### config.mk
export PLATFORM = sky130hd
export DESIGN_NAME = quad_ctrl
export DESIGN_NICKNAME = d
export VERILOG_FILES = /design/src/quad_pkg.sv /design/src/quad_ctrl.sv
export SDC_FILE = /design/constraint.sdc
export NUM_CORES = 1
export LEC_CHECK = 0
export BUFFER_PORTS_ARGS = -buffer_cell sky130_fd_sc_hd__buf_2
export CORE_AREA = 2 2 135 137
export CTS_BUF_LIST = sky130_fd_sc_hd__clkbuf_2
export DETAILED_ROUTE_END_ITERATION = 8
export DIE_AREA = 0 0 137 139
export GPL_ROUTABILITY_DRIVEN = 0
export PLACE_DENSITY = 0.61
export SLEW_MARGIN = 20
export SYNTH_ARGS = -nofsm -noshare
export SYNTH_HDL_FRONTEND = slang
export SYNTH_SLANG_ARGS = --single-unit
### constraint.sdc
create_clock -name clk_if -period 4.6 [get_ports clk_if]
set_clock_uncertainty 0.1 [all_clocks]
set_input_delay 0.46 -clock clk_if [delete_from_list [all_inputs] [get_ports clk_if]]
set_output_delay 0.46 -clock clk_if [all_outputs]
set_load 0.02 [all_outputs]
### src/quad_pkg.sv
package quad_pkg;

    ////////////////////////////////////////////////////////////
    // Widths and lane layout
    ////////////////////////////////////////////////////////////
    localparam int pixel_w    = 16;
    localparam int num_awe    = 4;
    localparam int ce_per_awe = 2;
    localparam int num_lanes  = num_awe * ce_per_awe;
    localparam int col_w      = 9;
    localparam int seq_addr_w = 9;

    typedef logic [pixel_w-1:0]           pixel_t;
    // Lane k at bits 16k to 16k+15
    typedef logic [num_lanes*pixel_w-1:0] lane_bus_t;
    typedef logic [col_w-1:0]             col_t;
    typedef logic [seq_addr_w-1:0]        seq_addr_t;

    ////////////////////////////////////////////////////////////
    // Config and job words
    ////////////////////////////////////////////////////////////

    // One sequence table entry, column in the low bits
    typedef struct packed {
        logic [6:0] reserved;
        col_t       col;
    } seq_entry_t;

    // Only the low 9 bits of each count are used
    typedef struct packed {
        logic [15:0] num_cols;
        logic [15:0] num_entries;
    } job_params_t;

    ////////////////////////////////////////////////////////////
    // Controller FSM
    ////////////////////////////////////////////////////////////
    typedef enum logic [2:0] {
        IDLE,
        FETCH,
        LOAD,
        ACTIVE,
        DRAIN,
        DONE
    } ctrl_state_e;

endpackage

### src/quad_ctrl.sv
`timescale 1ns/10ps

module quad_ctrl (
    input  logic                  clk_if,
    input  logic                  rst,
    input  logic                  job_start,
    input  logic                  job_fetch_ack,
    input  logic                  job_fetch_complete,
    input  logic                  job_complete_ack,
    input  quad_pkg::job_params_t job_params,
    output logic                  job_accept,
    output logic                  job_fetch_request,
    output logic                  job_complete,
    input  logic                  pixel_valid,
    output logic                  pixel_ready,
    input  logic                  fifo_empty,
    output logic                  fifo_pop,
    output logic                  rb_wr_en,
    output quad_pkg::col_t        rb_wr_col,
    output logic                  seq_rd_en,
    output quad_pkg::seq_addr_t   seq_rd_addr,
    input  quad_pkg::seq_entry_t  seq_rd_data,
    output logic                  rb_rd_en,
    output quad_pkg::col_t        rb_rd_col,
    input  quad_pkg::lane_bus_t   rb_rd_data,
    input  logic                  result_accept,
    output logic                  result_valid,
    output quad_pkg::lane_bus_t   result_data
);

    quad_pkg::ctrl_state_e state;
    quad_pkg::job_params_t params_q;
    quad_pkg::col_t        num_cols;
    quad_pkg::seq_addr_t   num_entries;
    quad_pkg::col_t        load_col;
    quad_pkg::seq_addr_t   seq_addr;
    logic                  fetch_acked;
    logic                  more_entries;
    logic                  advance;
    logic                  s1_valid;
    logic                  s2_valid;
    logic                  pipe_empty;

    assign num_cols    = params_q.num_cols[quad_pkg::col_w-1:0];
    assign num_entries = params_q.num_entries[quad_pkg::seq_addr_w-1:0];

    ////////////////////////////////////////////////////////////
    // Job handshakes
    ////////////////////////////////////////////////////////////
    assign job_accept   = (state == quad_pkg::IDLE) && job_start;
    assign job_complete = (state == quad_pkg::DONE);
    assign pixel_ready  = (state == quad_pkg::FETCH) && fetch_acked && pixel_valid;

    always_ff @(posedge clk_if) begin
        if (job_accept) begin
            params_q <= job_params;
        end
    end

    // Request goes out the cycle after the accept
    always_ff @(posedge clk_if) begin
        if (rst) begin
            job_fetch_request <= 1'b0;
            fetch_acked       <= 1'b0;
        end else begin
            if (job_accept) begin
                job_fetch_request <= 1'b1;
            end else if (job_fetch_ack) begin
                job_fetch_request <= 1'b0;
            end
            if (job_accept) begin
                fetch_acked <= 1'b0;
            end else if (job_fetch_request && job_fetch_ack) begin
                fetch_acked <= 1'b1;
            end
        end
    end

    ////////////////////////////////////////////////////////////
    // State machine
    ////////////////////////////////////////////////////////////
    always_ff @(posedge clk_if) begin
        if (rst) begin
            state <= quad_pkg::IDLE;
        end else begin
            case (state)
                quad_pkg::IDLE: begin
                    if (job_start) state <= quad_pkg::FETCH;
                end
                quad_pkg::FETCH: begin
                    if (fetch_acked && job_fetch_complete) state <= quad_pkg::LOAD;
                end
                quad_pkg::LOAD: begin
                    if (fifo_empty) state <= quad_pkg::ACTIVE;
                end
                quad_pkg::ACTIVE: begin
                    if (!more_entries) state <= quad_pkg::DRAIN;
                end
                quad_pkg::DRAIN: begin
                    if (pipe_empty) state <= quad_pkg::DONE;
                end
                quad_pkg::DONE: begin
                    if (job_complete_ack) state <= quad_pkg::IDLE;
                end
                default: state <= quad_pkg::IDLE;
            endcase
        end
    end

    // Load moves one beat per cycle from all FIFOs
    assign fifo_pop  = (state == quad_pkg::LOAD) && !fifo_empty;
    assign rb_wr_en  = fifo_pop;
    assign rb_wr_col = load_col;

    always_ff @(posedge clk_if) begin
        if (rst) begin
            load_col <= '0;
            seq_addr <= '0;
        end else if (job_accept) begin
            load_col <= '0;
            seq_addr <= '0;
        end else begin
            if (fifo_pop) begin
                load_col <= load_col + 1'b1;
            end
            if (seq_rd_en) begin
                seq_addr <= seq_addr + 1'b1;
            end
        end
    end

    ////////////////////////////////////////////////////////////
    // Result pipeline of sequence read, row read and output
    ////////////////////////////////////////////////////////////
    assign advance      = !result_valid || result_accept;
    assign more_entries = (seq_addr < num_entries);
    assign seq_rd_en    = (state == quad_pkg::ACTIVE) && more_entries && advance;
    assign seq_rd_addr  = seq_addr;
    assign rb_rd_en     = advance && s1_valid;
    assign rb_rd_col    = seq_rd_data.col;
    assign pipe_empty   = !s1_valid && !s2_valid && !result_valid;

    // Whole pipeline holds when the output is stalled
    always_ff @(posedge clk_if) begin
        if (rst) begin
            s1_valid     <= 1'b0;
            s2_valid     <= 1'b0;
            result_valid <= 1'b0;
        end else if (advance) begin
            s1_valid     <= seq_rd_en;
            s2_valid     <= s1_valid;
            result_valid <= s2_valid;
        end
    end

    always_ff @(posedge clk_if) begin
        if (advance && s2_valid) begin
            result_data <= rb_rd_data;
        end
    end

    // Host delivers exactly num_cols beats per row
    assert property (@(posedge clk_if) disable iff (rst)
        (state == quad_pkg::LOAD && fifo_empty) |-> (load_col == num_cols));

endmodule

* After elaboration in Yosys (flattened, before gate mapping)
Cells that the tools add are included.
** Storage, ports and cells
- Register bits after elaboration :: 163
- Input port bits :: 185
- Output and inout port bits :: 164
- Logic and storage cells :: 54
** Cells by class
- Add/subtract/negate cells :: 2
- Magnitude comparators :: 1
- Equality and inequality tests :: 11
- Mux-type cells :: 9
- Reductions and logical operators :: 21
** Operators by type and width (number)
- 9-bit by 1-bit adder with 9-bit output, second input constant :: 2
- 3-bit 2-to-1 mux :: 6
- 3-bit case mux with 6 select lines :: 1
- 1-bit logical AND :: 12
- 2-bit inequality test, second input constant :: 5
- 9-bit < comparator :: 1
- 3-bit by 2-bit equality test with 1-bit output, second input constant :: 2
- 3-bit equality test, second input constant :: 2
- 6-bit AND reduction :: 1
- 1-bit zero test :: 4
- 3-bit by 1-bit equality test with 1-bit output, second input constant :: 1
- 3-bit zero test :: 1
- 1-bit 2-to-1 mux :: 2
- 2-bit by 1-bit inequality test with 1-bit output, second input constant :: 1
- 2-bit nonzero test :: 1
- 2-bit OR reduction :: 1
- 1-bit logical OR :: 1

* Depth between registers and ports, before layout
- Depth in word-level cells :: 5
- Gate-level depth with buffers :: 7
- Mapped depth without buffers :: 7

* Least setup slack after synthesis
Ideal clock, no wire load.
- Kind :: input -> register
- Start point :: input port result_accept
- End point :: register result_data[0], enable pin
- Library setup time :: 502 ps
- Arrival :: 3558 ps
- Data required time :: 3998 ps
- Slack :: 439 ps
- Stages :: 2
- Cell sequence :: nand2b_1 > and2_1
** On the way
- Cells in the longest elaborated chain, start to end :: 2
** RTL lines
- from (decl) :: RTL line quad_ctrl.sv:26 : input logic result_accept,
- 1-bit logical OR :: RTL line quad_ctrl.sv:135 : assign advance = !result_valid || result_accept;
- 1-bit logical AND :: RTL line quad_ctrl.sv:157 : if (advance && s2_valid) begin
- to (signal assigned) :: RTL line quad_ctrl.sv:158 : result_data <= rb_rd_data;
- to (decl) :: RTL line quad_ctrl.sv:28 : output quad_pkg::lane_bus_t result_data
No other way between the ends.
A chain may end at the register's enable or synchronous reset.

* Final worst setup path
- Start point :: register seq_addr[4] (netlist: seq_rd_addr[4])
- End point :: output port seq_rd_en
** On the way
- Cells in the longest elaborated chain, start to end :: 3
** RTL lines
- from (decl) :: RTL line quad_ctrl.sv:36 : quad_pkg::seq_addr_t seq_addr;
- from (signal assigned) :: RTL line quad_ctrl.sv:127 : seq_addr <= seq_addr + 1'b1;
- 9-bit < comparator :: RTL line quad_ctrl.sv:136 : assign more_entries = (seq_addr < num_entries);
- 1-bit logical AND (2 in series) :: RTL line quad_ctrl.sv:137 : assign seq_rd_en = (state == quad_pkg::ACTIVE) && more_entries && advance;
- to (decl) :: RTL line quad_ctrl.sv:20 : output logic seq_rd_en,
No other way between the ends.

==> results.md <==
- Status: finished clean
- Top post-synthesis cells by area: edfxtp_1 (73%), dfxtp_1 (9.2%), ha_1 (2.2%)
- Pin count of the biggest net entering global routing: slightly below 70
- Final Cell Area: 0.00901 mm^2
- Via density: roughly 4.5
- Setup Crit Path Kind: reg2out
- Most heavily used metal layer in global routing: met2
- GR Layer Usage met1: 18.5%
- CTS Root Cell: clkbuf_2
- DR WL/cell: 16.7 um
- Die area: 0.0190 mm^2
- Rel. slew slack: 38.1%
- Cell taking the most area after synthesis: edfxtp_1
- CP cell instances: ha_1, a211oi_1, o211ai_1, a211oi_2, buf_2
- Final nets: a little under 1,000
- CP bufs+invs: 1
- First-pass GRT wire length: 24,700 um
- RR Startpoint: seq_rd_addr[6]
- PortBufs: 300
- Chip Height: between 100 and 150 um
- Io pins: 349
- Total design power: just under 3000 uW
- Gr usage total: between 15 and 20%
- Synth Area per Inst: 17.7 um^2
- Core area: about 0.018 mm^2
- Worst EP required: 4.04 ns
- CP max stage cell: a211oi_2
- Worst EP arrival: 2.78 ns
- Residual DRC count: 0
- Placed cell area: ~0.0074 mm^2
- Clock latency on the worst-skew pair: between 0.7 and 0.8 ns
- Commonest cells after routing, fill and taps aside: buf_2 (300), dlygate4sd3_1 (141), edfxtp_1 (137), dfxtp_1 (26), nor2_1 (22)
- CTS buffer count: 17
- CTS clk-pin slew, worst paths: roughly 0.25 ns
- Hold Path Origin: job_complete_ack
- Vias in the first global route: roughly 4,700
- Mapped Area: ~0.0057 mm^2
- CTS tree: built
- FF+latch count, synth: ~160
- Post-Layout Cell Count: between 1,000 and 1,500
- First-pass DRT Iterations: 4
- Multi-input logic area: about 870 um^2
- Proportion of layout cells with a drive suffix above 1: 43.9%
- Final Hold Viols: 0
- Antenna fix cells: 0
- Yosys cell types: 45
- Final min period: about 3.3 ns
- Site Rows: 49
- Register area: 0.00463 mm^2
- Worst r2r dst: state[1]
- Post-synthesis sequential area ratio: roughly four fifths
- Post-route ant nets: 0
- Post-Route WL: between 15,000 and 20,000 um
- M2 GR Usage: a little under a third
- Hold crit path type: in2reg
- CP Capture Type: output port
- Max Freq: approximately 0.30 GHz
- Initial Util: between 30% and 40%
- R2R cell count: 6
- Clk buf depth: 2
- Fraction of registers with async set or reset after synthesis: 0%
- Maximum VDD drop: around 0.00019 V
- Leakage: around 0.0038 uW
- Area share of the largest cell type after synthesis: between 70% and 80%
- DR iter-0 viols: about 160
- Initial antenna violation count: 1
- Cts repair resizes: 0
- Max cap viols: 0
- RSZ-0062 raised after global routing: no
- Total global routing overflow: 0
- Post-synth EDFFs: roughly 140
- Final count of pins violating max slew: 0
- Hold-critical path depth: 4
- Reg2reg setup slack: between 2 and 2.5 ns
- Kind of cell adding the most delay to the critical path: compound AO/OA/AOI/OAI gates
- Worst path max stage delay: approximately 0.53 ns
- Worst Hold End: state[0]
- Die Width: approximately 140 um
- Worst-Margin Slew: slightly above 0.9 ns
- CP Max Fanout: 6
- Setup TNS Final: 0 ns
- Worst Setup Start Kind: flip-flop
- Vias: ~4,500
- Filler instances: ~1,500
- Period utilization: between 70% and 80%
- Cells after Synth: 320
- Synth warn: 0
- Met3 Track Usage GR: 5.41%
- H-tree levels: 4
- Commonest non-fill, non-tap cell in the layout: buf_2
- Syn Nets: about 520
- Cells after DPL: 835
- TritonCTS Sinks: ~160
- Area growth syn-to-layout: 59.4%
- Final setup viols: 0
- Prevailing post-synth register cell: edfxtp_1
- Pwr dens: 321 mW/mm^2
- Post-DP HPWL: ~11,000 um
==> flip-flops by register name, indices dropped and copies added (netlist names) <==
signal	flops
result_data	128
num_entries	9
rb_wr_col	9
seq_rd_addr	9
state	3
fetch_acked	1
job_fetch_request	1
result_valid	1
s1_valid	1
s2_valid	1
==> how the worst max path moves through the flow <==
stage | cells past startpoint | slack (ns) | start | endpoint
floorplan | 2 | 0.44 | result_accept | result_data[0]
global placement | 5 | 2.15 | seq_rd_addr[4] | seq_rd_en
detailed placement | 5 | 2.08 | seq_rd_addr[4] | seq_rd_en
CTS | 5 | 1.19 | seq_rd_addr[4] | seq_rd_en
global route | 5 | 0.99 | seq_rd_addr[4] | seq_rd_en
finish | 5 | 1.26 | seq_rd_addr[4] | seq_rd_en
==> worst reg2reg max path: stages, from the launching register on <==
cell,delay [ns]
dfxtp_1,0.41
ha_1,0.32
nand4_1,0.11
a21oi_1,0.43
a21oi_1,0.28
or4_1,0.55
a31oi_1,0.17
==> metal layers <==
| layer | share of wire, % | routed length, um | vias to the layer above |
|---|---|---|---|
| met5 | 0.10 | 17 | - |
| met4 | 2.3 | 388 | 2 |
| met3 | 7.7 | 1300 | 27 |
| met2 | 51 | 8650 | 215 |
| met1 | 39 | 6490 | 2161 |
| li1 | - | - | 2081 |
==> report_power, final <==
| group | internal, uW | switching, uW | total, uW |
|---|---|---|---|
| Clock | 180 | 590 | 769 |
| Sequential | 1670 | 40.8 | 1710 |
| Combinational | 206 | 213 | 419 |
| Total | 2050 | 844 | 2890 |
==> cell usage after synthesis (4+ instances only) <==
master      n
xor2_1      6
o21ai_0     5
dfxtp_1    26
a21oi_1    16
xnor2_1     4
and3_1      5
nand3_1     5
inv_1      13
edfxtp_1  137
nor2_1     22
buf_4      10
nand2_1    13
ha_1       10
==> layout make-up <==
class                   count  area share [%]
clock buffers              17           0.944
well taps                 229            3.18
multi-input cells         128            9.62
flip-flops and latches    163            51.4
inverters                  13           0.541
repair buffers            443            32.6
clock inverters            15            1.69
==> timing repair <==
action                                 4_1_cts  5_1_grt
hold buffers                               141        0
endpoints found under the hold margin      150        0
buffers inserted                             0        0
==> metrics by stage <==
step                      util, %  hold WS, ns  worst slack (ns)
final                        51.1        0.163              1.26
after global routing         51.1       0.0899             0.993
after CTS                    51.1       0.0336              1.19
after detailed placement     41.7        0.397              2.08
after global placement       41.7        0.377              2.15
after floorplan                 -        0.358             0.439
==> cell families after synthesis <==
logic type | share of synthesized area, %
simple gates | 6.57
flops | 81.9
compound gates | 4.78
buf+inv | 2.77
xor+xnor | 1.55
mux | 0.177
fa+ha+maj | 2.21
Power figures use the tool's default switching activity.
